## src/hdl/switch_cfg_pkg.sv

```systemverilog
package switch_cfg_pkg;

    // switch geometry
    localparam int PORT_COUNT = 4;
    localparam int SEL_WIDTH  = $clog2(PORT_COUNT);
    localparam int DATA_WIDTH = 8;

    // egress sub-queue sizing
    localparam int QUEUE_DEPTH       = 4;
    localparam int ALMOST_FULL_LEVEL = 3;

    // pointer and occupancy widths of one sub-queue
    localparam int PTR_WIDTH = $clog2(QUEUE_DEPTH);
    localparam int CNT_WIDTH = $clog2(QUEUE_DEPTH + 1);

endpackage
```

## src/hdl/switch_cell_pkg.sv

```systemverilog
package switch_cell_pkg;

    import switch_cfg_pkg::*;

    typedef logic [SEL_WIDTH-1:0] port_sel_t;

    // one cell as presented on an input port
    typedef struct packed {
        logic                  vld;
        port_sel_t             dst;
        logic [DATA_WIDTH-1:0] data;
    } cell_t;

    // single write into one output port, src picks the sub-queue
    typedef struct packed {
        logic                  en;
        port_sel_t             src;
        logic [DATA_WIDTH-1:0] data;
    } queue_wr_t;

    typedef struct packed {
        logic [PORT_COUNT-1:0] empty;
        logic                  full;
        logic                  alm_full;
    } queue_status_t;

endpackage

```

## src/hdl/cell_switch.sv

```systemverilog
`timescale 1ns/1ps

module cell_switch
    import switch_cfg_pkg::*;
    import switch_cell_pkg::*;
(
    input  logic                                   clk,
    input  logic                                   rst_n,
    input  logic [PORT_COUNT-1:0]                  vld_in,
    input  port_sel_t [PORT_COUNT-1:0]             dst_in,
    input  logic [PORT_COUNT-1:0][DATA_WIDTH-1:0]  data_in,
    input  port_sel_t [PORT_COUNT-1:0]             rd_sel,
    input  logic [PORT_COUNT-1:0]                  rd_en,
    output logic [PORT_COUNT-1:0][DATA_WIDTH-1:0]  data_out,
    output logic                                   ready,
    output logic [PORT_COUNT*PORT_COUNT-1:0]       empty,
    output logic                                   full,
    output logic                                   alm_ost_full
);

    cell_t [PORT_COUNT-1:0]         cells_in;
    cell_t [PORT_COUNT-1:0]         lanes;
    queue_wr_t [PORT_COUNT-1:0]     wr;
    queue_status_t [PORT_COUNT-1:0] status;
    port_sel_t                      shift_sel;
    logic                           load;
    logic                           flush;

    // flat input buses into cells
    always_comb begin
        for (int p = 0; p < PORT_COUNT; p++) begin
            cells_in[p] = '{vld: vld_in[p], dst: dst_in[p], data: data_in[p]};
        end
    end

    switch_ctrl u_ctrl (
        .clk          (clk),
        .rst_n        (rst_n),
        .status       (status),
        .shift_sel    (shift_sel),
        .load         (load),
        .flush        (flush),
        .ready        (ready),
        .full         (full),
        .alm_ost_full (alm_ost_full)
    );

    cell_rotator u_rotator (
        .clk       (clk),
        .rst_n     (rst_n),
        .cells_in  (cells_in),
        .load      (load),
        .flush     (flush),
        .shift_sel (shift_sel),
        .lanes     (lanes)
    );

    dest_filter u_filter (
        .clk       (clk),
        .rst_n     (rst_n),
        .lanes     (lanes),
        .shift_sel (shift_sel),
        .wr        (wr)
    );

    // one egress queue set per output, empty bus is output-major
    for (genvar o = 0; o < PORT_COUNT; o++) begin : g_out
        cell_queue u_queue (
            .clk     (clk),
            .rst_n   (rst_n),
            .wr      (wr[o]),
            .rd_en   (rd_en[o]),
            .rd_sel  (rd_sel[o]),
            .rd_data (data_out[o]),
            .status  (status[o])
        );

        assign empty[o*PORT_COUNT +: PORT_COUNT] = status[o].empty;
    end

endmodule

```

## src/hdl/switch_ctrl.sv

```systemverilog
`timescale 1ns/1ps

module switch_ctrl
    import switch_cfg_pkg::*;
    import switch_cell_pkg::*;
(
    input  logic                           clk,
    input  logic                           rst_n,
    input  queue_status_t [PORT_COUNT-1:0] status,
    output port_sel_t                      shift_sel,
    output logic                           load,
    output logic                           flush,
    output logic                           ready,
    output logic                           full,
    output logic                           alm_ost_full
);

    port_sel_t round_cnt;
    logic      last_slot;
    logic      any_full;
    logic      any_alm;

    // free-running round counter, one lane offset per cycle
    always_ff @(posedge clk or negedge rst_n) begin
        if (!rst_n) begin
            round_cnt <= '0;
        end else if (last_slot) begin
            round_cnt <= '0;
        end else begin
            round_cnt <= round_cnt + 1'b1;
        end
    end

    always_comb begin
        any_full = 1'b0;
        any_alm  = 1'b0;
        for (int o = 0; o < PORT_COUNT; o++) begin
            any_full = any_full | status[o].full;
            any_alm  = any_alm | status[o].alm_full;
        end
    end

    assign last_slot = (round_cnt == port_sel_t'(PORT_COUNT - 1));

    // new round only on the terminal count with room everywhere
    assign ready = last_slot && !any_full;
    assign load  = ready;

    // refused round must not replay the old held cells
    assign flush = last_slot && any_full;

    assign shift_sel    = round_cnt;
    assign full         = any_full;
    assign alm_ost_full = any_alm;

endmodule

```

## src/hdl/cell_queue.sv

```systemverilog
`timescale 1ns/1ps

module cell_queue
    import switch_cfg_pkg::*;
    import switch_cell_pkg::*;
(
    input  logic                  clk,
    input  logic                  rst_n,
    input  queue_wr_t             wr,
    input  logic                  rd_en,
    input  port_sel_t             rd_sel,
    output logic [DATA_WIDTH-1:0] rd_data,
    output queue_status_t         status
);

    logic [DATA_WIDTH-1:0] mem    [PORT_COUNT][QUEUE_DEPTH];
    logic [PTR_WIDTH-1:0]  wr_ptr [PORT_COUNT];
    logic [PTR_WIDTH-1:0]  rd_ptr [PORT_COUNT];
    logic [CNT_WIDTH-1:0]  count  [PORT_COUNT];

    logic [PORT_COUNT-1:0] push;
    logic [PORT_COUNT-1:0] pop;
    logic [PORT_COUNT-1:0] sq_empty;
    logic [PORT_COUNT-1:0] sq_full;
    logic [PORT_COUNT-1:0] sq_alm;

    // per sub-queue flags and strobes
    always_comb begin
        for (int s = 0; s < PORT_COUNT; s++) begin
            sq_empty[s] = (count[s] == 0);
            sq_full[s]  = (count[s] == QUEUE_DEPTH);
            sq_alm[s]   = (count[s] >= ALMOST_FULL_LEVEL);
            // full sub-queue refuses the write to keep its pointers sane
            push[s]     = wr.en && (wr.src == port_sel_t'(s)) && !sq_full[s];
            pop[s]      = rd_en && (rd_sel == port_sel_t'(s)) && !sq_empty[s];
        end
    end

    always_ff @(posedge clk or negedge rst_n) begin
        if (!rst_n) begin
            for (int s = 0; s < PORT_COUNT; s++) begin
                wr_ptr[s] <= '0;
                rd_ptr[s] <= '0;
                count[s]  <= '0;
            end
        end else begin
            for (int s = 0; s < PORT_COUNT; s++) begin
                if (push[s]) begin
                    wr_ptr[s] <= wr_ptr[s] + 1'b1;
                end
                if (pop[s]) begin
                    rd_ptr[s] <= rd_ptr[s] + 1'b1;
                end
                if (push[s] && !pop[s]) begin
                    count[s] <= count[s] + 1'b1;
                end else if (pop[s] && !push[s]) begin
                    count[s] <= count[s] - 1'b1;
                end
            end
        end
    end

    // at most one write per cycle, wr.src names the sub-queue
    always_ff @(posedge clk) begin
        if (|push) begin
            mem[wr.src][wr_ptr[wr.src]] <= wr.data;
        end
    end

    // popped byte stays until the next pop
    always_ff @(posedge clk or negedge rst_n) begin
        if (!rst_n) begin
            rd_data <= '0;
        end else if (|pop) begin
            rd_data <= mem[rd_sel][rd_ptr[rd_sel]];
        end
    end

    assign status = '{empty: sq_empty, full: |sq_full, alm_full: |sq_alm};

endmodule

```

## src/hdl/dest_filter.sv

```systemverilog
`timescale 1ns/1ps

module dest_filter
    import switch_cfg_pkg::*;
    import switch_cell_pkg::*;
(
    input  logic                       clk,
    input  logic                       rst_n,
    input  cell_t [PORT_COUNT-1:0]     lanes,
    input  port_sel_t                  shift_sel,
    output queue_wr_t [PORT_COUNT-1:0] wr
);

    logic [PORT_COUNT-1:0]  wr_en_q;
    port_sel_t              src_q  [PORT_COUNT];
    logic [DATA_WIDTH-1:0]  data_q [PORT_COUNT];

    for (genvar d = 0; d < PORT_COUNT; d++) begin : g_lane
        port_sel_t src;

        // undo the rotation to get the input port back
        assign src = port_sel_t'(d) + shift_sel;

        always_ff @(posedge clk or negedge rst_n) begin
            if (!rst_n) begin
                wr_en_q[d] <= 1'b0;
            end else begin
                wr_en_q[d] <= lanes[d].vld && (lanes[d].dst == port_sel_t'(d));
            end
        end

        always_ff @(posedge clk) begin
            src_q[d]  <= src;
            data_q[d] <= lanes[d].data;
        end

        assign wr[d] = '{en: wr_en_q[d], src: src_q[d], data: data_q[d]};
    end

endmodule

```

## src/hdl/cell_rotator.sv

```systemverilog
`timescale 1ns/1ps

module cell_rotator
    import switch_cfg_pkg::*;
    import switch_cell_pkg::*;
(
    input  logic                     clk,
    input  logic                     rst_n,
    input  cell_t [PORT_COUNT-1:0]   cells_in,
    input  logic                     load,
    input  logic                     flush,
    input  port_sel_t                shift_sel,
    output cell_t [PORT_COUNT-1:0]   lanes
);

    cell_t [PORT_COUNT-1:0] held;
    cell_t [PORT_COUNT-1:0] stage [SEL_WIDTH+1];

    // round hold register
    always_ff @(posedge clk or negedge rst_n) begin
        if (!rst_n) begin
            held <= '0;
        end else if (load) begin
            held <= cells_in;
        end else if (flush) begin
            for (int i = 0; i < PORT_COUNT; i++) begin
                held[i].vld <= 1'b0;
            end
        end
    end

    // log2(N) stages, stage s rotates by 2**s
    assign stage[0] = held;

    for (genvar s = 0; s < SEL_WIDTH; s++) begin : g_stage
        for (genvar d = 0; d < PORT_COUNT; d++) begin : g_lane
            assign stage[s+1][d] = shift_sel[s] ?
                                   stage[s][(d + (1 << s)) % PORT_COUNT] :
                                   stage[s][d];
        end
    end

    // lane d now carries held cell (d + shift_sel) mod N
    assign lanes = stage[SEL_WIDTH];

endmodule

```

## config.mk

```make
export PLATFORM = sky130hd
export DESIGN_NAME = cell_switch
export DESIGN_NICKNAME = d
export VERILOG_FILES = /design/src/hdl/switch_cfg_pkg.sv /design/src/hdl/switch_cell_pkg.sv /design/src/hdl/cell_switch.sv /design/src/hdl/switch_ctrl.sv /design/src/hdl/cell_queue.sv /design/src/hdl/dest_filter.sv /design/src/hdl/cell_rotator.sv
export SDC_FILE = /design/constraint.sdc
export NUM_CORES = 1
export LEC_CHECK = 0
export BUFFER_PORTS_ARGS = -buffer_cell sky130_fd_sc_hd__clkbuf_2
export CAP_MARGIN = 20
export CORE_MARGIN = 10
export CORE_UTILIZATION = 25
export CTS_CLUSTER_SIZE = 40
export DETAILED_ROUTE_END_ITERATION = 12
export GPL_ROUTABILITY_DRIVEN = 0
export PLACE_DENSITY = 0.42
export SYNTH_ARGS = -nofsm -noshare
export SYNTH_HDL_FRONTEND = slang
export SYNTH_SLANG_ARGS = --single-unit
export TNS_END_PERCENT = 20
```

## constraint.sdc

```tcl
create_clock -name clk -period 3.2 [get_ports clk]
set_clock_uncertainty 0.1 [all_clocks]
set_input_delay 0.64 -clock clk [delete_from_list [all_inputs] [get_ports clk]]
set_output_delay 0.64 -clock clk [all_outputs]
set_load 0.03 [all_outputs]
```

==> summary.txt, run 1 <==
Floorplanning
  – Starting density of the core: 25.2%
  – Die Width: 371 um
  – Cell row count: 128
  – Die ar.: 138000 um^2
  – Boundary Pins: 109
  – Die height: 371 um
  – Core Area: 122000 um^2

STA
  – Fmax achieved: 0.323 GHz
  – Final period demand of the worst path: 3.09 ns
  – Worst hold slack: 0.149 ns
  – Slew Limit Headroom: 37.6%
  – RSZ-0062 raised after global routing: false
  – Final setup viols: 0
  – Fin crit share: 96.6%
  – Slew @ Worst Pin: 0.933 ns
  – Slew Limit Fails: 0
  – Final Hold Viols: 0

Global route
  – Initial antenna violation count: 10
  – Vias in the first global route: 16800
  – Largest net degree at the start of global routing: 63
  – First-pass GRT wire length: 117000 um
  – Grt ovf: 0
  – Tot GR Track Use: 11.4%

Drt
  – Routed Antenna Nets: 0
  – DRC viols: 0
  – Drt first pass iters: 5
  – Routed wire length per instance: 21.9 um
  – Via/cell ratio: 4.37
  – Initial DRC Count: 1047
  – Vias: 15600
  – Final WL: 78200 um

Worst hold path
  – Worst Hold End: u_rotator.held[13]
  – Hold Path Cell Cnt: 2
  – Hold wc startpoint: data_in[10]
  – Hold Crit Class: primary input to register

Pwr
  – Power Density: 837 nW/um^2
  – Internal power: 0.0210 W
  – Leakage: 12.9 nW
  – Logic pwr share: 20.1%
  – Total power: 0.0306 W
  – Sw Ratio: 31.3%
  – Sequential Power Share: 49.9%
  – Switch Pwr: 0.00957 W
  – Max VDD drop: 0.000401 V
  – Clock power frac: 30.0%

Final layout
  – Final instance area: 36500 um^2
  – Nets: 1970
  – Fin util: 29.9%
  – Fillcell total: 12000
  – Area growth syn-to-layout: 18.7%
  – Layout cell share with drive strength beyond 1: 33.6%

Synthesis
  – Area leader, netlist: edfxtp_1
  – Post-synth EDFFs: 512
  – Top post-synthesis cells by area: edfxtp_1, dfrtp_1, mux4_2, dfxtp_1, mux2i_1
  – Mapped cell area: 30800 um^2
  – Distinct cells, synth: 69
  – Share of flip-flops with an asynchronous set or reset: 26.1%
  – Synth cell count leaders: edfxtp_1, dfrtp_1, mux4_2, nor2_1, mux2i_1
  – Mean area per synthesized cell: 18.5 um^2
  – Sequential share of the synthesized area: 68.2%
  – Syn Inst Count: 1660
  – Count leader, synth: edfxtp_1
  – Post-synth top area share: 50.0%
  – Most used DFF post-synth: edfxtp_1
  – Synthesized flop and latch total: 744
  – Syn Nets: 1751
  – Total number of yosys warnings: 0

Status
  – Outcome: complete, no violations

Critical path
  – CP Max Fanout: 4
  – Critical Path AT: 2.35 ns
  – Worst setup SP type: register
  – FF-to-FF Start: u_filter.src_q[2][0]
  – CP endpoint kind: primary output
  – Reg2reg path depth: 5
  – FF-to-FF setup slack: 0.31 ns
  – Required @ worst endpoint: 2.46 ns
  – RR Endpoint: g_out[2].u_queue.mem[2][14]
  – Path type of the worst setup path: register to primary output

Placement
  – Dpl cell area: 33700 um^2
  – Port Buffers: 108
  – Dpl hpwl: 54200 um

Clocking
  – Clk root buf: clkbuf_16
  – CTS Buf Count: 84
  – CTS H-tree lvls: 3
  – CTS tree: built
  – Clock-pin slew on the worst setup and hold paths: 0.06 ns
  – Clock tree buffer depth: 3
  – CTS Sinks: 744
  – Clk Latency, worst-skew pair: 0.63 ns

Flow run
  – Max-Cap Viols: 0
-- cells by family after synthesis --
kind of cell               Yosys count  share of synthesized area, %
adders and majority gates           33                          1.73
muxes                              300                          17.6
xor gates and xnor gates            96                          2.73
and+or+nand+nor                    275                          4.96
AOI/OAI and AO/OA                   88                          2.78
buffers and inverters              124                          1.96
DFF                                744                          68.2
-- registers in the layout, indices dropped and copies added (netlist names) --
register and cells:
u_ctrl.shift_sel 2, u_filter.wr 4, u_rotator.held 44, g_out.u_queue.wr_ptr 32, g_out.u_queue.mem 512, g_out.u_queue.count 48, u_filter.data_q 32, u_filter.src_q 6
g_out.u_queue.rd_ptr 32, g_out.u_queue.rd_data 32
-- power by group through the flow --
stage	combinational, W	clock (W)	sequential (W)
CTS	0.00622	0.00951	0.0153
finish	0.00615	0.00918	0.0152
detailed placement	0.00601	0	0.0155
global placement	0.00593	0	0.0153
floorplan	0.00370	0	0.0147
global route	0.00668	0.00992	0.0156
-- worst max-delay path, cell delays in order (launching register included) --
cell and delay (ns):
dfrtp_2 0.46, nor3b_4 0.20, a2111oi_4 0.33, nand4_4 0.21
or2_4 0.29, inv_1 0.07, clkbuf_8 0.16
-- placed cells by master, fill, tap and decap left out, types with 18 or more instances in the layout --
master	n
dfrtp_2	26
dfxtp_1	38
dfrtp_1	168
mux2i_1	66
xor2_1	64
edfxtp_1	512
clkbuf_1	20
inv_1	48
xnor2_1	32
mux2_2	19
clkbuf_16	85
clkbuf_2	105
mux4_2	176
buf_4	96
nor2_1	110
mux2_4	39
nand2_1	38
clkinv_2	18
-- metrics by stage --
step / setup TNS (ns) / cells / setup slack, ns
after detailed placement: 0 / 3407 / 0.225
after global routing: 0 / 3571 / 0.00550
after CTS: -0.00579 / 3565 / -0.00579
final: 0 / 3573 / 0.107
after global placement: 0 / 3407 / 0.224
after floorplan: 0 / 1660 / 0.427
-- what timing repair did --
item,4_1_cts,5_1_grt
hold buffers,1,0
pin swaps,5,5
endpoints found under the setup margin,3,2
endpoints found under the hold margin,44,0
buffers inserted,4,6
gates resized for setup,30,24
-- worst max path at each step --
stage	startpoint	endpoint	slack (ns)	cells after the start
after floorplan	g_out[2].u_queue.count[5]	ready	0.43	7
after global placement	g_out[2].u_queue.count[0]	u_rotator.held[9]	0.22	6
after detailed placement	g_out[2].u_queue.count[0]	u_rotator.held[9]	0.23	6
after CTS	g_out[1].u_queue.count[5]	alm_ost_full	-0.006	6
after global routing	g_out[0].u_queue.count[2]	alm_ost_full	0.006	5
final	g_out[2].u_queue.count[11]	ready	0.11	6
-- per-layer routing --
metal / part of all wire (%) / GRT usage (%) / wire (um) / vias to the layer above
met5: 0.014 / 0 / 11 / -
met4: 1.9 / 3.18 / 1460 / 2
met3: 4.2 / 2.17 / 3320 / 85
met2: 49 / 18.7 / 38200 / 303
met1: 45 / 15.2 / 35300 / 8280
li1: - / - / - / 6960
-- layout make-up --
class                   count  area, um^2  area share (%)
flip-flops and latches    744       21000            57.5
clock buffers             109        2260            6.18
diodes                      2        5.00          0.0137
repair buffers            209        1380            3.77
inverters                  48         180           0.493
clock inverters            44         343           0.938
well taps                1625        2030            5.56
multi-input cells         792        9320            25.5
Note: power is estimated with default switching activity, not from simulation.
==> run 2, diff against run 1 <==
--- a/config.mk
+++ b/config.mk
@@ -5,6 +5,7 @@
 export SDC_FILE = /design/constraint.sdc
 export NUM_CORES = 1
 export LEC_CHECK = 0
+export ABC_AREA = 1
 export BUFFER_PORTS_ARGS = -buffer_cell sky130_fd_sc_hd__clkbuf_2
 export CAP_MARGIN = 20
 export CORE_MARGIN = 10
==> run 2 against run 1 <==
Effect of this change:
- utilization shrank 0.28 points
- fmax grew 1.9%
- non-clock buffer count grew 5
- synthesized area grew 5.7%
- largest cell class unchanged
- design area grew 5.0%
==> summary.txt, run 2 <==
Status
  – Outcome: complete, no violations

Critical path
  – Path type of the worst setup path: register to primary output
  – Crit path to: ready
  – Critical Path AT: 2.30 ns
  – CP endpoint kind: primary output
  – FF-to-FF Start: g_out[0].u_queue.count[5]
  – FF-to-FF setup slack: 0.66 ns
  – CP Max Fanout: 4
  – Worst Setup SP: g_out[3].u_queue.count[9]
  – Required @ worst endpoint: 2.46 ns
  – RR Endpoint: g_out[0].u_queue.count[5]
  – Reg2reg path depth: 9
  – Worst setup SP type: register

Final layout
  – Fin util: 29.7%
  – Commonest non-fill, non-tap cells in the layout: nand2_1, nand3_1, edfxtp_1, nor2_1
  – Fillcell total: 13500
  – Nets: 3405
  – Final instance area: 38400 um^2
  – Ant diodes: 0
  – Most common cell after layout, fill and taps aside: nand2_1
  – Layout cell share with drive strength beyond 1: 12.1%
  – Area growth syn-to-layout: 18.0%
  – Max reg flops: 512

Synthesis
  – Syn Inst Count: 3145
  – Sequential share of the synthesized area: 64.6%
  – Mapped cell area: 32500 um^2
  – Simple-gate share of the synthesized area: 23.5%
  – Post-synth EDFFs: 512
  – Area leader, netlist: edfxtp_1
  – Post-synthesis mux area share: 0.985%
  – Post-synthesis xor/xnor area fraction: 2.59%
  – Distinct cells, synth: 38
  – Most used DFF post-synth: edfxtp_1
  – Synth cell count leaders: nand2_1, nand3_1, edfxtp_1, nor2_1, dfrtp_1
  – Syn Nets: 3236
  – Largest family of logic cells by synthesized area: simple AND/OR/NAND/NOR gates
  – Total number of yosys warnings: 0
  – Synthesized flop and latch total: 744
  – Share of flip-flops with an asynchronous set or reset: 26.1%
  – Count leader, synth: nand2_1
  – Post-Synth Adder-Cell Area: 1.64%
  – Post-synth top area share: 47.3%
  – Top post-synthesis cells by area: edfxtp_1, dfrtp_1, nand2_1, nand3_1, nor2_1
  – Synth Area in Compound Gates: 1.80%
  – Mean area per synthesized cell: 10.3 um^2

STA
  – Slew Limit Headroom: 37.3%
  – Final Hold Viols: 0
  – Setup_tns: 0 ns
  – Slew @ Worst Pin: 0.939 ns
  – Final period demand of the worst path: 3.04 ns
  – Fin crit share: 94.9%
  – RSZ-0062 raised after global routing: false
  – Final setup viols: 0
  – Slew Limit Fails: 0
  – Fmax achieved: 0.329 GHz

Clocking
  – CTS H-tree lvls: 3
  – Clk Latency, worst-skew pair: 0.65 ns
  – Clock-pin slew on the worst setup and hold paths: 0.06 ns
  – CTS Sinks: 744
  – Clock tree buffer depth: 3
  – CTS tree: built
  – Clk root buf: clkbuf_16
  – CTS Buf Count: 88

Placement
  – Port Buffers: 108
  – Dpl cell area: 35300 um^2
  – Dpl hpwl: 63000 um

Global route
  – Global route hottest layer: met2
  – Largest net degree at the start of global routing: 69
  – Tot GR Track Use: 12.7%
  – First-pass GRT wire length: 142000 um
  – Vias in the first global route: 21900
  – Initial antenna violation count: 5
  – GR Util met1: 18.1%
  – GR Util met3: 1.97%
  – Grt met2 use: 19.9%
  – Grt ovf: 0

Floorplanning
  – Starting density of the core: 25.1%
  – Cell row count: 132
  – Die Width: 381 um
  – Core Area: 129000 um^2
  – Boundary Pins: 109
  – Die ar.: 145000 um^2
  – Die height: 381 um

Drt
  – Routed wire length per instance: 18.2 um
  – Routed Antenna Nets: 0
  – Initial DRC Count: 1422
  – DRC viols: 0
  – Via/cell ratio: 4.30
  – Final WL: 93500 um
  – Drt first pass iters: 5
  – Vias: 22100

Flow run
  – Max-Cap Viols: 0

Pwr
  – Max VDD drop: 0.000370 V
  – Total power: 0.0311 W
  – Leakage: 16.3 nW
  – Power Density: 811 nW/um^2

Worst hold path
  – Hold wc startpoint: data_in[18]
  – Hold Crit Class: primary input to register
-- run 2: cell types whose count changed in the layout (fill, tap and decap cells not counted), sizes merged, moves of 22 or more --
cell,before,now
nor3b,27,0
mux2i,66,32
o21ai,1,57
nor3,30,8
nand3,6,568
inv,52,220
mux4,176,0
a221oi,33,2
nand2,38,913
nor2,110,263
mux2,58,0
-- run 2: cells by family (layout without fill, tap and decap cells) --
kind of cell	Yosys count	count (layout)
and+or+nand+nor	1778	1778
DFF	744	744
buffers and inverters	353	597
AOI/OAI and AO/OA	109	109
xor gates and xnor gates	96	96
adders and majority gates	33	33
muxes	32	32
-- run 2: routing by layer --
layer  wire length, um  vias up
met5                 0        -
met4              1780        0
met3              3730      106
met2             42100      369
met1             45900    10700
li1                  -    10900
-- run 2: worst max-delay path, cell delays in order (launching register included) --
cell and delay (ns):
dfrtp_1 0.43, inv_2 0.05, nand3_1 0.20, nand2_1 0.08, nor2_1 0.10, nand2_1 0.12, nor2_4 0.22, nand2_4 0.06
inv_1 0.15, buf_2 0.23
-- run 2: cell type report --
cell class / count / area [um^2] / area share, %
inverters: 218 / 826 / 2.15
clock buffers: 117 / 2460 / 6.41
multi-input cells: 2048 / 9920 / 25.9
well taps: 1742 / 2180 / 5.68
repair buffers: 214 / 1420 / 3.71
flip-flops and latches: 744 / 21000 / 54.7
clock inverters: 48 / 558 / 1.45
-- run 2: what timing repair did --
item / 4_1_cts / 5_1_grt
resized for setup: 1 / 2
hold buffers: 1 / 0
pin swaps: 1 / 0
setup buffers: 1 / 0
endpoints found under the hold margin: 42 / 0
endpoints found under the setup margin: 2 / 2
-- run 2: metrics by stage --
step                instances  setup slack, ns  hold WS (ns)
finish                   5131            0.165         0.131
detailed placement       4963            0.521         0.357
global route             5131          0.00874         0.112
CTS                      5130           0.0300        0.0860
global placement         4963            0.521         0.359
floorplan                3145            0.874         0.244
-- run 2: how the worst min path moves through the flow --
stage | to | cells past startpoint | slack (ns)
global route | u_rotator.held[15] | 3 | 0.11
detailed placement | g_out[1].u_queue.rd_ptr[1] | 1 | 0.36
floorplan | g_out[0].u_queue.count[0] | 0 | 0.24
global placement | g_out[3].u_queue.rd_ptr[1] | 1 | 0.36
finish | u_rotator.held[24] | 3 | 0.13
CTS | u_rotator.held[24] | 3 | 0.09
-- run 2: power by group --
group          internal, W  switching [W]  total (W)
Clock              0.00631        0.00412     0.0104
Sequential          0.0127        0.00227     0.0149
Combinational      0.00178        0.00398    0.00575
==> run 3, diff against run 2 <==
==> constraint.sdc (replaced) <==
create_clock -name clk -period 3.2 [get_ports clk]
set_clock_uncertainty 0.1 [all_clocks]
set_input_delay 0.32 -clock clk [delete_from_list [all_inputs] [get_ports clk]]
set_output_delay 0.32 -clock clk [all_outputs]
set_load 0.03 [all_outputs]
==> run 3 against run 2 <==
Effect of this change:
- die area unchanged
- sequential share of layout area shrank 0.25 points
- design area grew 0.46%
- register-to-register slack better by 0.04 ns
- setup slack better by 0.33 ns
- utilization grew 0.14 points
- critical endpoint unchanged
- first-iteration DRC count decreased by 0.28%
==> summary.txt, run 3 (synthesis results as in run 2) <==
STA
  – Slew Limit Fails: 0
  – Slew @ Worst Pin: 0.975 ns
  – Fin crit share: 84.5%
  – Final period demand of the worst path: 2.70 ns
  – Slew Limit Headroom: 35.0%
  – RSZ-0062 raised after global routing: false
  – Worst hold slack: 0.0531 ns
  – Setup_tns: 0 ns
  – Final Hold Viols: 0
  – Final setup viols: 0
  – Fmax achieved: 0.370 GHz

Pwr
  – Max VDD drop: 0.000435 V
  – Leakage: 16.4 nW
  – Clock power frac: 32.7%
  – Power Density: 797 nW/um^2
  – Logic pwr share: 18.8%
  – Internal power: 0.0204 W
  – Sequential Power Share: 48.5%
  – Sw Ratio: 33.6%
  – Switch Pwr: 0.0103 W

Floorplanning
  – Core Area: 129000 um^2
  – Die Width: 381 um
  – Starting density of the core: 25.1%
  – Die height: 381 um
  – Boundary Pins: 109
  – Cell row count: 132
  – Die ar.: 145000 um^2

Global route
  – Vias in the first global route: 22200
  – Largest net degree at the start of global routing: 98
  – First-pass GRT wire length: 144000 um
  – Grt ovf: 0
  – Initial antenna violation count: 12
  – Tot GR Track Use: 12.8%

Critical path
  – Buf+Inv Stages, Crit Path: 3
  – Critical Path AT: 2.28 ns
  – Cell Chain, Critical Path: inv_2, nand3_1, nand2_1, nor2_1, nand2_1, nor2_4, nand2_4, inv_1, clkbuf_2
  – Required @ worst endpoint: 2.78 ns
  – Most frequent CP cell: nand2_1
  – Path type of the worst setup path: register to primary output
  – WP depth: 9
  – Crit-path leading delay family: simple AND/OR/NAND/NOR gates
  – CP endpoint kind: primary output
  – Slowest CP cell: dfrtp_1
  – Critical Path Max Stage Delay: 0.45 ns
  – Reg2reg path depth: 6
  – Worst setup SP type: register
  – CP Max Fanout: 4

Clocking
  – Clock tree buffer depth: 3
  – Post-CTS Setup Inserts: 0
  – CTS tree: built
  – CTS H-tree lvls: 3
  – CTS Buf Count: 87
  – Clk Latency, worst-skew pair: 0.68 ns
  – Clock-pin slew on the worst setup and hold paths: 0.06 ns
  – CTS Sinks: 744
  – Clk root buf: clkbuf_16

Final layout
  – Nets: 3436
  – Area growth syn-to-layout: 18.5%
  – Ant diodes: 0
  – Fillcell total: 13400
  – Most common cell after layout, fill and taps aside: nand2_1
  – Fin util: 29.8%
  – Commonest non-fill, non-tap cells in the layout: nand2_1, nand3_1, edfxtp_1, nor2_1
  – Layout cell share with drive strength beyond 1: 11.1%
  – Max reg flops: 512

Drt
  – Initial DRC Count: 1418
  – Via/cell ratio: 4.29
  – Routed wire length per instance: 18.2 um
  – Drt first pass iters: 5
  – DR top layer: met4
  – WL met2: 43400 um
  – Vias: 22200
  – WL met1: 45600 um
  – Routed Antenna Nets: 0
  – Wire length on met3: 3310 um
  – Final WL: 94100 um
  – DRC viols: 0

Placement
  – Dpl hpwl: 62800 um
  – Port Buffers: 108

Worst hold path
  – Hold Path Cell Cnt: 3
  – Hold Crit Class: primary input to register

Flow run
  – Max-Cap Viols: 0

Status
  – Outcome: complete, no violations
-- run 3: final timing paths --
path                                                to  slack (ns)                  startpoint
setup reg to reg           g_out[1].u_queue.mem[1][14]        0.70        u_filter.src_q[1][0]
hold / removal              g_out[3].u_queue.rd_ptr[2]        0.05                    rd_en[3]
hold reg to reg             g_out[0].u_queue.rd_ptr[5]        0.36  g_out[0].u_queue.rd_ptr[5]
min in group asynchronous  g_out[3].u_queue.rd_data[7]        0.17                       rst_n
max in group asynchronous   g_out[3].u_queue.wr_ptr[2]        1.92                       rst_n
setup / recovery                                 ready        0.50   g_out[0].u_queue.count[0]
-- run 3: final cells by class --
cell class              instances  area [um^2]  share of cell area [%]
multi-input cells            2048         9910                    25.7
inverters                     218          826                    2.14
repair buffers                246         1750                    4.55
flip-flops and latches        744        21000                    54.5
clock inverters                42          467                    1.21
well taps                    1742         2180                    5.66
clock buffers                 120         2400                    6.24
-- run 3: power by group through the flow --
| stage | sequential (W) | combinational [W] | clock (W) |
|---|---|---|---|
| 6_report | 0.0149 | 0.00577 | 0.0100 |
| 2_1_floorplan | 0.0144 | 0.00366 | 0 |
| 4_1_cts | 0.0150 | 0.00589 | 0.0103 |
| 3_5_place_dp | 0.0152 | 0.00583 | 0 |
| 3_3_place_gp | 0.0152 | 0.00579 | 0 |
| 5_1_grt | 0.0152 | 0.00658 | 0.0107 |
-- run 3: worst register-to-register path, stage by stage, from the launching register on --
cell	delay [ns]
dfxtp_1	0.50
nand2_1	0.21
inv_1	0.09
nand3_1	0.16
nand4_1	0.18
nand3b_1	0.15
nor2_1	0.71
-- run 3: what timing repair did --
action | CTS | global route
resized for setup | 0 | 0
endpoints found under the hold margin | 138 | 0
hold buffers | 47 | 0
-- run 3: layer usage --
metal | global-route usage [%] | up-vias
li1 | - | 11000
met1 | 18.0 | 10700
met2 | 20.5 | 389
met3 | 1.92 | 118
met4 | 2.99 | 0
met5 | 0 | -
-- run 3: stage by stage --
step                      worst slack, ns  cell area, um^2  power, W  instances
after floorplan                      1.13            32500    0.0180       3145
after global placement              0.699            35200    0.0210       4951
after detailed placement            0.720            35200    0.0210       4951
after CTS                           0.354            38500    0.0312       5160
after global routing                0.331            38500    0.0325       5160
final                               0.496            38500    0.0307       5160
